## src/common/if_pkg.sv

```systemverilog
package if_pkg;

	localparam int unsigned ADDR_W = 32;
	localparam logic [ADDR_W-1:0] DM_HALT_ADDR = 32'h1a11_0800;
	localparam logic [ADDR_W-1:0] DM_EXC_ADDR = 32'h1a11_0808;
	localparam int unsigned VEC_ALIGN_W = 8;
	localparam logic [VEC_ALIGN_W-1:0] BOOT_OFFSET = 8'h80;
	localparam int unsigned FIFO_DEPTH = 2;
	localparam int unsigned MAX_OUTSTANDING = 2;
	localparam int unsigned FIFO_CNT_W = $clog2(FIFO_DEPTH + 1);
	localparam int unsigned OUT_CNT_W = $clog2(MAX_OUTSTANDING + 1);
	localparam int unsigned OUT_PTR_W = (MAX_OUTSTANDING > 1) ? $clog2(MAX_OUTSTANDING) : 1;

	typedef enum logic [2:0] {
		PC_BOOT = 3'd0,
		PC_JUMP = 3'd1,
		PC_EXC  = 3'd2,
		PC_ERET = 3'd3,
		PC_DRET = 3'd4
	} pc_sel_e;

	typedef enum logic [1:0] {
		EXC_PC_EXC     = 2'd0,
		EXC_PC_IRQ     = 2'd1,
		EXC_PC_DBD     = 2'd2,
		EXC_PC_DBG_EXC = 2'd3
	} exc_pc_sel_e;

	typedef struct packed {
		logic              req;
		logic [ADDR_W-1:0] addr;
	} instr_bus_req_t;

	typedef struct packed {
		logic        gnt;
		logic        rvalid;
		logic [31:0] rdata;
		logic        err; // pmp error already merged in.
	} instr_bus_rsp_t;

	typedef struct packed {
		logic [ADDR_W-1:0] mepc;
		logic [ADDR_W-1:0] depc;
		logic [ADDR_W-1:0] mtvec;
	} csr_pc_t;

	typedef struct packed {
		logic [31:0]       rdata;
		logic [ADDR_W-1:0] addr;
		logic              err;
	} fetch_entry_t;

endpackage

```

## src/hdl/pc_sel.sv

```systemverilog
`timescale 1ns/1ps

module pc_sel import if_pkg::*; (
	input  logic [ADDR_W-1:0] boot_addr_i,
	input  logic [ADDR_W-1:0] jump_target_i,
	input  csr_pc_t           csr_i,
	input  pc_sel_e           pc_mux_i,
	input  exc_pc_sel_e       exc_pc_mux_i,
	input  logic [4:0]        exc_cause_i,
	input  logic              pc_set_i,
	output logic [ADDR_W-1:0] fetch_addr_o,
	output logic              csr_mtvec_init_o
);

	logic [ADDR_W-1:0] exc_pc;
	logic [ADDR_W-1:0] boot_pc;

	assign boot_pc = {boot_addr_i[ADDR_W-1:VEC_ALIGN_W], BOOT_OFFSET};

	always_comb begin
		case (exc_pc_mux_i)
			EXC_PC_EXC:     exc_pc = {csr_i.mtvec[ADDR_W-1:VEC_ALIGN_W], VEC_ALIGN_W'(0)};
			EXC_PC_IRQ:     exc_pc = {csr_i.mtvec[ADDR_W-1:VEC_ALIGN_W], 1'b0, exc_cause_i, 2'b00};
			EXC_PC_DBD:     exc_pc = DM_HALT_ADDR;
			EXC_PC_DBG_EXC: exc_pc = DM_EXC_ADDR;
			default:        exc_pc = {csr_i.mtvec[ADDR_W-1:VEC_ALIGN_W], VEC_ALIGN_W'(0)};
		endcase
	end

	always_comb begin
		case (pc_mux_i)
			PC_BOOT: fetch_addr_o = boot_pc;
			PC_JUMP: fetch_addr_o = jump_target_i;
			PC_EXC:  fetch_addr_o = exc_pc;
			PC_ERET: fetch_addr_o = csr_i.mepc;
			PC_DRET: fetch_addr_o = csr_i.depc;
			default: fetch_addr_o = boot_pc;
		endcase
	end

	// boot redirect also tells the csr file to reload mtvec.
	assign csr_mtvec_init_o = pc_set_i & (pc_mux_i == PC_BOOT);

	// jump and csr sources come from outside, all must be word aligned.
	fetch_addr_aligned_a: assert final (pc_set_i !== 1'b1 || fetch_addr_o[1:0] == 2'b00);

endmodule

```

## src/prefetch/fetch_fifo.sv

```systemverilog
`timescale 1ns/1ps

module fetch_fifo import if_pkg::*; #(
	parameter int unsigned DEPTH = FIFO_DEPTH
) (
	input  logic                         clk_i,
	input  logic                         rst_ni,
	input  logic                         flush_i,
	input  logic                         push_i,
	input  fetch_entry_t                 push_data_i,
	input  logic                         pop_ready_i,
	output logic                         full_o,
	output logic [$clog2(DEPTH + 1)-1:0] count_o,
	output logic                         valid_o,
	output fetch_entry_t                 data_o
);

	localparam int unsigned PTR_W = (DEPTH > 1) ? $clog2(DEPTH) : 1;
	localparam int unsigned CNT_W = $clog2(DEPTH + 1);

	fetch_entry_t     mem_q [DEPTH];
	logic [PTR_W-1:0] wr_ptr_q;
	logic [PTR_W-1:0] rd_ptr_q;
	logic [CNT_W-1:0] count_q;
	logic             pop;

	function automatic logic [PTR_W-1:0] ptr_inc(input logic [PTR_W-1:0] ptr);
		if (ptr == PTR_W'(DEPTH - 1)) begin
			return '0;
		end
		return ptr + 1'b1;
	endfunction

	assign valid_o = (count_q != '0);
	assign full_o  = (count_q == CNT_W'(DEPTH));
	assign count_o = count_q;
	assign data_o  = mem_q[rd_ptr_q];
	assign pop     = valid_o & pop_ready_i;

	always_ff @(posedge clk_i or negedge rst_ni) begin
		if (!rst_ni) begin
			wr_ptr_q <= '0;
			rd_ptr_q <= '0;
			count_q  <= '0;
		end else if (flush_i) begin // redirect drops everything.
			wr_ptr_q <= '0;
			rd_ptr_q <= '0;
			count_q  <= '0;
		end else begin
			if (push_i) wr_ptr_q <= ptr_inc(wr_ptr_q);
			if (pop) rd_ptr_q <= ptr_inc(rd_ptr_q);
			if (push_i && !pop) begin
				count_q <= count_q + 1'b1;
			end else if (pop && !push_i) begin
				count_q <= count_q - 1'b1;
			end
		end
	end

	always_ff @(posedge clk_i) begin
		if (push_i && !flush_i) begin
			mem_q[wr_ptr_q] <= push_data_i;
		end
	end

	no_overflow_a: assert property (@(posedge clk_i) disable iff (!rst_ni)
		push_i && full_o && !flush_i |-> pop);

endmodule

```

## src/prefetch/prefetch_buffer.sv

```systemverilog
`timescale 1ns/1ps

module prefetch_buffer import if_pkg::*; (
	input  logic              clk_i,
	input  logic              rst_ni,
	input  logic              req_i,
	input  logic              branch_i,
	input  logic [ADDR_W-1:0] branch_addr_i,
	input  logic              ready_i,
	output logic              valid_o,
	output fetch_entry_t      entry_o,
	output instr_bus_req_t    bus_req_o,
	input  instr_bus_rsp_t    bus_rsp_i,
	output logic              busy_o
);

	logic [ADDR_W-1:0]     fetch_addr_q;
	logic [ADDR_W-1:0]     req_addr;
	logic [ADDR_W-1:0]     addr_queue_q [MAX_OUTSTANDING];
	logic [OUT_PTR_W-1:0]  head_q;
	logic [OUT_PTR_W-1:0]  tail_q;
	logic [OUT_CNT_W-1:0]  out_cnt_q;
	logic [OUT_CNT_W-1:0]  discard_cnt_q;
	logic [OUT_CNT_W-1:0]  live_cnt;
	logic [FIFO_CNT_W-1:0] fifo_cnt;
	logic                  room_ok;
	logic                  granted;
	logic                  push;
	logic                  fifo_valid;
	fetch_entry_t          push_entry;

	function automatic logic [OUT_PTR_W-1:0] ptr_inc(input logic [OUT_PTR_W-1:0] ptr);
		if (ptr == OUT_PTR_W'(MAX_OUTSTANDING - 1)) begin
			return '0;
		end
		return ptr + 1'b1;
	endfunction

	// a redirect goes out at once, the old stream is already dead.
	assign req_addr = branch_i ? branch_addr_i : fetch_addr_q;
	assign live_cnt = out_cnt_q - discard_cnt_q;
	assign room_ok  = branch_i || (int'(live_cnt) + int'(fifo_cnt) < int'(FIFO_DEPTH));

	assign bus_req_o.req  = req_i && (out_cnt_q < OUT_CNT_W'(MAX_OUTSTANDING)) && room_ok;
	assign bus_req_o.addr = req_addr;
	assign granted        = bus_req_o.req & bus_rsp_i.gnt;

	// responses in a redirect cycle always belong to the old stream.
	assign push = bus_rsp_i.rvalid && (discard_cnt_q == '0) && !branch_i;
	assign push_entry.rdata = bus_rsp_i.rdata;
	assign push_entry.addr  = addr_queue_q[head_q];
	assign push_entry.err   = bus_rsp_i.err;

	always_ff @(posedge clk_i or negedge rst_ni) begin
		if (!rst_ni) begin
			fetch_addr_q  <= '0;
			head_q        <= '0;
			tail_q        <= '0;
			out_cnt_q     <= '0;
			discard_cnt_q <= '0;
		end else begin
			if (granted) begin
				fetch_addr_q <= req_addr + ADDR_W'(4);
				tail_q       <= ptr_inc(tail_q);
			end else if (branch_i) begin
				fetch_addr_q <= branch_addr_i;
			end
			if (bus_rsp_i.rvalid) head_q <= ptr_inc(head_q);
			out_cnt_q <= out_cnt_q + OUT_CNT_W'(granted) - OUT_CNT_W'(bus_rsp_i.rvalid);
			if (branch_i) begin
				discard_cnt_q <= out_cnt_q - OUT_CNT_W'(bus_rsp_i.rvalid);
			end else if (bus_rsp_i.rvalid && discard_cnt_q != '0) begin
				discard_cnt_q <= discard_cnt_q - 1'b1;
			end
		end
	end

	always_ff @(posedge clk_i) begin
		if (granted) begin
			addr_queue_q[tail_q] <= req_addr;
		end
	end

	fetch_fifo #(
		.DEPTH(FIFO_DEPTH)
	) u_fetch_fifo (
		.clk_i       (clk_i),
		.rst_ni      (rst_ni),
		.flush_i     (branch_i),
		.push_i      (push),
		.push_data_i (push_entry),
		.pop_ready_i (ready_i),
		.full_o      (),
		.count_o     (fifo_cnt),
		.valid_o     (fifo_valid),
		.data_o      (entry_o)
	);

	assign valid_o = fifo_valid & ~branch_i; // hide stale head.
	assign busy_o  = (out_cnt_q != '0);

	out_limit_a: assert property (@(posedge clk_i) disable iff (!rst_ni)
		out_cnt_q <= OUT_CNT_W'(MAX_OUTSTANDING));

	rsp_expected_a: assert property (@(posedge clk_i) disable iff (!rst_ni)
		bus_rsp_i.rvalid |-> out_cnt_q != '0);

endmodule

```

## src/hdl/if_id_reg.sv

```systemverilog
`timescale 1ns/1ps

module if_id_reg import if_pkg::*; (
	input  logic              clk_i,
	input  logic              rst_ni,
	input  logic              fetch_valid_i,
	input  fetch_entry_t      fetch_entry_i,
	input  logic              id_in_ready_i,
	input  logic              pc_set_i,
	input  logic              instr_valid_clear_i,
	output logic              instr_valid_id_o,
	output logic              instr_new_id_o,
	output logic [31:0]       instr_rdata_id_o,
	output logic              instr_fetch_err_o,
	output logic [ADDR_W-1:0] pc_id_o,
	output logic              pc_mismatch_alert_o
);

	logic transfer;
	logic valid_q;
	logic new_q;
	logic seq_q;

	assign transfer = fetch_valid_i & id_in_ready_i;

	always_ff @(posedge clk_i or negedge rst_ni) begin
		if (!rst_ni) begin
			valid_q <= 1'b0;
			new_q   <= 1'b0;
			seq_q   <= 1'b0;
		end else begin
			valid_q <= (transfer & ~pc_set_i) | (valid_q & ~instr_valid_clear_i);
			new_q   <= transfer;
			seq_q   <= (seq_q | transfer) & ~pc_set_i; // any redirect breaks the chain.
		end
	end

	always_ff @(posedge clk_i) begin
		if (transfer) begin
			instr_rdata_id_o  <= fetch_entry_i.rdata;
			instr_fetch_err_o <= fetch_entry_i.err;
			pc_id_o           <= fetch_entry_i.addr;
		end
	end

	assign instr_valid_id_o = valid_q;
	assign instr_new_id_o   = new_q;

	// all instructions are 32 bit, so the next pc is always +4.
	assign pc_mismatch_alert_o = seq_q & fetch_valid_i &
		(fetch_entry_i.addr != pc_id_o + ADDR_W'(4));

	// head entry must hold while ID stalls.
	entry_stable_a: assert property (@(posedge clk_i) disable iff (!rst_ni)
		fetch_valid_i && !id_in_ready_i |=> !fetch_valid_i || $stable(fetch_entry_i));

endmodule

```

## src/hdl/if_stage.sv

```systemverilog
`timescale 1ns/1ps

module if_stage import if_pkg::*; (
	input  logic              clk_i,
	input  logic              rst_ni,
	input  logic [ADDR_W-1:0] boot_addr_i,
	input  logic              req_i,
	output instr_bus_req_t    instr_bus_req_o,
	input  instr_bus_rsp_t    instr_bus_rsp_i,
	input  logic              pc_set_i,
	input  pc_sel_e           pc_mux_i,
	input  exc_pc_sel_e       exc_pc_mux_i,
	input  logic [4:0]        exc_cause_i,
	input  logic [ADDR_W-1:0] jump_target_i,
	input  csr_pc_t           csr_i,
	input  logic              id_in_ready_i,
	input  logic              instr_valid_clear_i,
	output logic              instr_valid_id_o,
	output logic              instr_new_id_o,
	output logic [31:0]       instr_rdata_id_o,
	output logic              instr_fetch_err_o,
	output logic [ADDR_W-1:0] pc_id_o,
	output logic              pc_mismatch_alert_o,
	output logic [ADDR_W-1:0] pc_if_o,
	output logic              csr_mtvec_init_o,
	output logic              if_busy_o
);

	logic [ADDR_W-1:0] fetch_addr;
	logic              fetch_valid;
	fetch_entry_t      fetch_entry;

	pc_sel u_pc_sel (
		.boot_addr_i      (boot_addr_i),
		.jump_target_i    (jump_target_i),
		.csr_i            (csr_i),
		.pc_mux_i         (pc_mux_i),
		.exc_pc_mux_i     (exc_pc_mux_i),
		.exc_cause_i      (exc_cause_i),
		.pc_set_i         (pc_set_i),
		.fetch_addr_o     (fetch_addr),
		.csr_mtvec_init_o (csr_mtvec_init_o)
	);

	prefetch_buffer u_prefetch_buffer (
		.clk_i         (clk_i),
		.rst_ni        (rst_ni),
		.req_i         (req_i),
		.branch_i      (pc_set_i),
		.branch_addr_i (fetch_addr),
		.ready_i       (id_in_ready_i),
		.valid_o       (fetch_valid),
		.entry_o       (fetch_entry),
		.bus_req_o     (instr_bus_req_o),
		.bus_rsp_i     (instr_bus_rsp_i),
		.busy_o        (if_busy_o)
	);

	if_id_reg u_if_id_reg (
		.clk_i               (clk_i),
		.rst_ni              (rst_ni),
		.fetch_valid_i       (fetch_valid),
		.fetch_entry_i       (fetch_entry),
		.id_in_ready_i       (id_in_ready_i),
		.pc_set_i            (pc_set_i),
		.instr_valid_clear_i (instr_valid_clear_i),
		.instr_valid_id_o    (instr_valid_id_o),
		.instr_new_id_o      (instr_new_id_o),
		.instr_rdata_id_o    (instr_rdata_id_o),
		.instr_fetch_err_o   (instr_fetch_err_o),
		.pc_id_o             (pc_id_o),
		.pc_mismatch_alert_o (pc_mismatch_alert_o)
	);

	assign pc_if_o = fetch_entry.addr;

endmodule

```

## config.mk

```make
export PLATFORM = sky130hd
export DESIGN_NAME = if_stage
export DESIGN_NICKNAME = d
export VERILOG_FILES = /design/src/common/if_pkg.sv /design/src/hdl/pc_sel.sv /design/src/prefetch/fetch_fifo.sv /design/src/prefetch/prefetch_buffer.sv /design/src/hdl/if_id_reg.sv /design/src/hdl/if_stage.sv
export SDC_FILE = /design/constraint.sdc
export NUM_CORES = 1
export LEC_CHECK = 0
export ABC_AREA = 1
export ABC_CLOCK_PERIOD_IN_PS = 6000
export CORE_MARGIN = 2
export CORE_UTILIZATION = 45
export DETAILED_ROUTE_END_ITERATION = 8
export DONT_BUFFER_PORTS = 1
export SETUP_SLACK_MARGIN = 0.5
export SKIP_CTS_REPAIR_TIMING = 1
export SLEW_MARGIN = 20
export SYNTH_ARGS = -nofsm -noshare
export SYNTH_HDL_FRONTEND = slang
export SYNTH_SLANG_ARGS = --single-unit
```

## constraint.sdc

```tcl
create_clock -name clk_i -period 6 [get_ports clk_i]
set_clock_uncertainty 0.1 [all_clocks]
set_input_delay 0.3 -clock clk_i [delete_from_list [all_inputs] [get_ports clk_i]]
set_output_delay 0.3 -clock clk_i [all_outputs]
set_load 0.1 [all_outputs]
```

==> metrics.txt <==
RSZ-0062 raised after global routing no; site row count 67; DR WL/cell 19.5 µm; Port Buffers 0; largest net degree at the start of global routing 67; core area 33300 µm²; CTS tree done; final setup margin 1.35 ns; WP data required 5.60 ns; CP Class reg -> out; Die Wd 187 µm; hold-critical path depth 3; commonest cells after routing, fill and taps aside 524 x nand2_1, 259 x edfxtp_1, 130 x nor2_1, 113 x inv_1, 109 x nand3_1; hold violation count in the final report 1; LEAKAGE 0.00678 µW; fin. max-slew vios 0; Die H 187 µm; Tcrit/Tclk final 0.774; RR Endpoint u_prefetch_buffer.fetch_addr_q[31]$_DFF_PN0_; VDD IR max 0.000197 V; grt peak-use layer met2; share of cells above drive strength 1 0.120; Syn Inst Count 1545; R2R depth 16; CTS buffer count 31; Max Cap Viol 0; CTS Buffer Depth 3; ys flop type edfxtp_1; Syn-to-layout area delta 11.3%; R2R Path Start u_prefetch_buffer.discard_cnt_q[0]$_DFFE_PN0P_; Final min period 4.65 ns; Congestion Overflow GR 0; Final Util 0.505; Syn Std Cell Area 15100 µm²; sequential cell area fraction in the yosys report 0.590; Sink Count 304; Synth async-reset ratio 0.148; I/O pin total 346; Post-Place Cells 1932; DRT iter0 DRCs 621; GR Util All Layers 0.220; # DRC 0; Synth Area per Inst 9.76 µm²; Final Setup Violations 0; antenna violations before repair 2; gpl congestion 0.892; Die ar. 35000 µm²; first-pass GRT wire length 59.8 mm; crit path capture type output port; Post-Layout Cell Count 2031; Final nets 1775; total number of vias 10.5k; clk_lat worst skew 0.56 ns; Fmax 215 MHz; met1 usage 0.284; CTS clock-pin slew for the worst setup and hold paths 0.06 ns; FF+latch count, synth 304; startpoint types flop; post-synthesis cell type count 44; Vias/cell 5.16; Worst Path Arrival 4.25 ns; Hold Path Sink u_prefetch_buffer.u_fetch_fifo.wr_ptr_q$_DFFE_PN0P_; Worst Setup SP u_if_id_reg.pc_id_o[3]$_DFFE_PP_; worst hold slack -0.0334 ns; Slew @ Worst Pin 1.11 ns; PD cells 423 nW/µm²; First-pass DRT Iterations 5; maximum fanout along the worst path 7; HP Class in -> reg; Initial Utilization 0.453; H-tree Lvls 1; status finished, violations left; post-detail-place hpwl 28.4 mm; Rel. slew slack 0.259; met2 GRT Util 0.372; setup TNS 0 ns; slowest cell on the critical path edfxtp_1; Detailed Route WL 39.5 mm; Post-synth EDFFs 259; Synthesized Nets 1763; violated checks hold timing; number of global-route vias before repair 10.2k; met3 Usage GRT 0.0486; CP peak stage delay 0.98 ns; Critical Path, Cell by Cell nand3_1 -> nor2_1 -> nand3_1 -> nor3_1 -> nand2_1 -> xnor2_1 -> nor2_1 -> nand2_1 -> nor2_1 -> nand3_1 -> nand2_1 -> inv_1; commonest non-fill, non-tap cell in the layout nand2_1; yosys warns 0; Antenna Nets Post-Route 0; hold path start instr_bus_rsp_i[33]; r2r setup slk 1.68 ns; CTS root buffer clkbuf_16; setup slack at placement 1.73 ns
[Yosys cell counts (all sizes together) (2+ instances only)]
| library cell | n | area (µm²) |
|---|---|---|
| and3 | 3 | 18.8 |
| inv | 118 | 443 |
| o22ai | 3 | 18.8 |
| edfxtp | 259 | 7780 |
| nand3b | 8 | 60.1 |
| nor2 | 164 | 761 |
| nor3 | 10 | 55.1 |
| a21o | 2 | 15.0 |
| clkbuf | 25 | 93.8 |
| or2 | 11 | 68.8 |
| clkinv | 3 | 17.5 |
| a31oi | 4 | 25.0 |
| nand3 | 119 | 646 |
| xor2 | 40 | 350 |
| dfrtp | 45 | 1130 |
| mux2 | 32 | 360 |
| ha | 6 | 75.1 |
| nand2 | 542 | 2090 |
| o21ai | 14 | 73.8 |
| a22oi | 2 | 15.0 |
| xnor2 | 21 | 184 |
| o221ai | 2 | 17.5 |
| buf | 56 | 412 |
| nand4 | 44 | 275 |
| a21oi | 7 | 35.0 |
[how the worst max path moves through the flow]
stage | to | slack, ns | depth (start not counted)
detailed placement | u_prefetch_buffer.fetch_addr_q[22]$_DFF_PN0_ | 1.73 | 16
floorplan | u_prefetch_buffer.addr_queue_q[0][0]$_DFFE_PP_ | 0.35 | 11
CTS | pc_mismatch_alert_o | 1.30 | 12
global route | pc_mismatch_alert_o | 1.14 | 14
global placement | u_prefetch_buffer.fetch_addr_q[22]$_DFF_PN0_ | 1.78 | 16
finish | pc_mismatch_alert_o | 1.35 | 12
[layout make-up]
class                      instances  area (µm²)
fill                            3061       16500
sequential                       304        8900
multi-input combinational       1039        5260
clock buffer                      39         846
timing repair buffer              60         588
tap                              448         561
inverter                         121         460
clock inverter                    18         169
antenna                            2        5.00
[layer usage]
layer / vias to the layer above / part of all wire
met5: - / 0
met4: 0 / 0.028
li1: 5103 / -
met1: 4918 / 0.42
met3: 62 / 0.073
met2: 400 / 0.48
[kinds of logic after synthesis]
kind of cell             share of synthesized area
flip-flops                                   0.590
adder cells (fa/ha/maj)                    0.00630
multiplexers                                0.0239
buffers and inverters                       0.0640
XOR/XNOR                                    0.0369
AND/OR/NAND/NOR                              0.264
AO/OA/AOI/OAI                               0.0145
[state kept, by name, summed over array words and instances, names as in the netlist]
name                                     cells
u_if_id_reg.instr_new_id_o                   1
u_if_id_reg.instr_rdata_id_o                32
u_if_id_reg.instr_fetch_err_o                1
u_if_id_reg.instr_valid_id_o                 1
u_prefetch_buffer.u_fetch_fifo.count_o       2
u_prefetch_buffer.tail_q                     1
u_if_id_reg.pc_id_o                         32
u_prefetch_buffer.addr_queue_q              64
u_prefetch_buffer.u_fetch_fifo.mem_q       130
u_prefetch_buffer.u_fetch_fifo.wr_ptr_q      1
u_prefetch_buffer.out_cnt_q                  2
u_prefetch_buffer.discard_cnt_q              2
u_if_id_reg.seq_q                            1
u_prefetch_buffer.head_q                     1
u_prefetch_buffer.fetch_addr_q              32
u_prefetch_buffer.u_fetch_fifo.rd_ptr_q      1
[worst max-delay path: cells and delay by family (launching register included)]
family | cells | cell delay (ns)
xor gates and xnor gates | 1 | 0.18
buffers and inverters | 1 | 0.63
DFF | 1 | 0.98
and+or+nand+nor | 10 | 1.89
[metrics by stage]
stage               instance area, µm²  power (µW)
finish                           16800        7100
global route                     16800        7430
CTS                              16400        7130
detailed placement               15400        5230
global placement                 15400        5200
floorplan                        15100        4930
[report_power, final]
| group | leakage (µW) | total (µW) | internal (µW) | switching (µW) |
|---|---|---|---|---|
| combinational | 0.00338 | 2070 | 440 | 1630 |
| sequential | 0.00290 | 3140 | 2660 | 474 |
| clock | 0.000499 | 1890 | 1090 | 798 |
| total | 0.00678 | 7100 | 4190 | 2910 |
(Power assumes the default switching activity.)
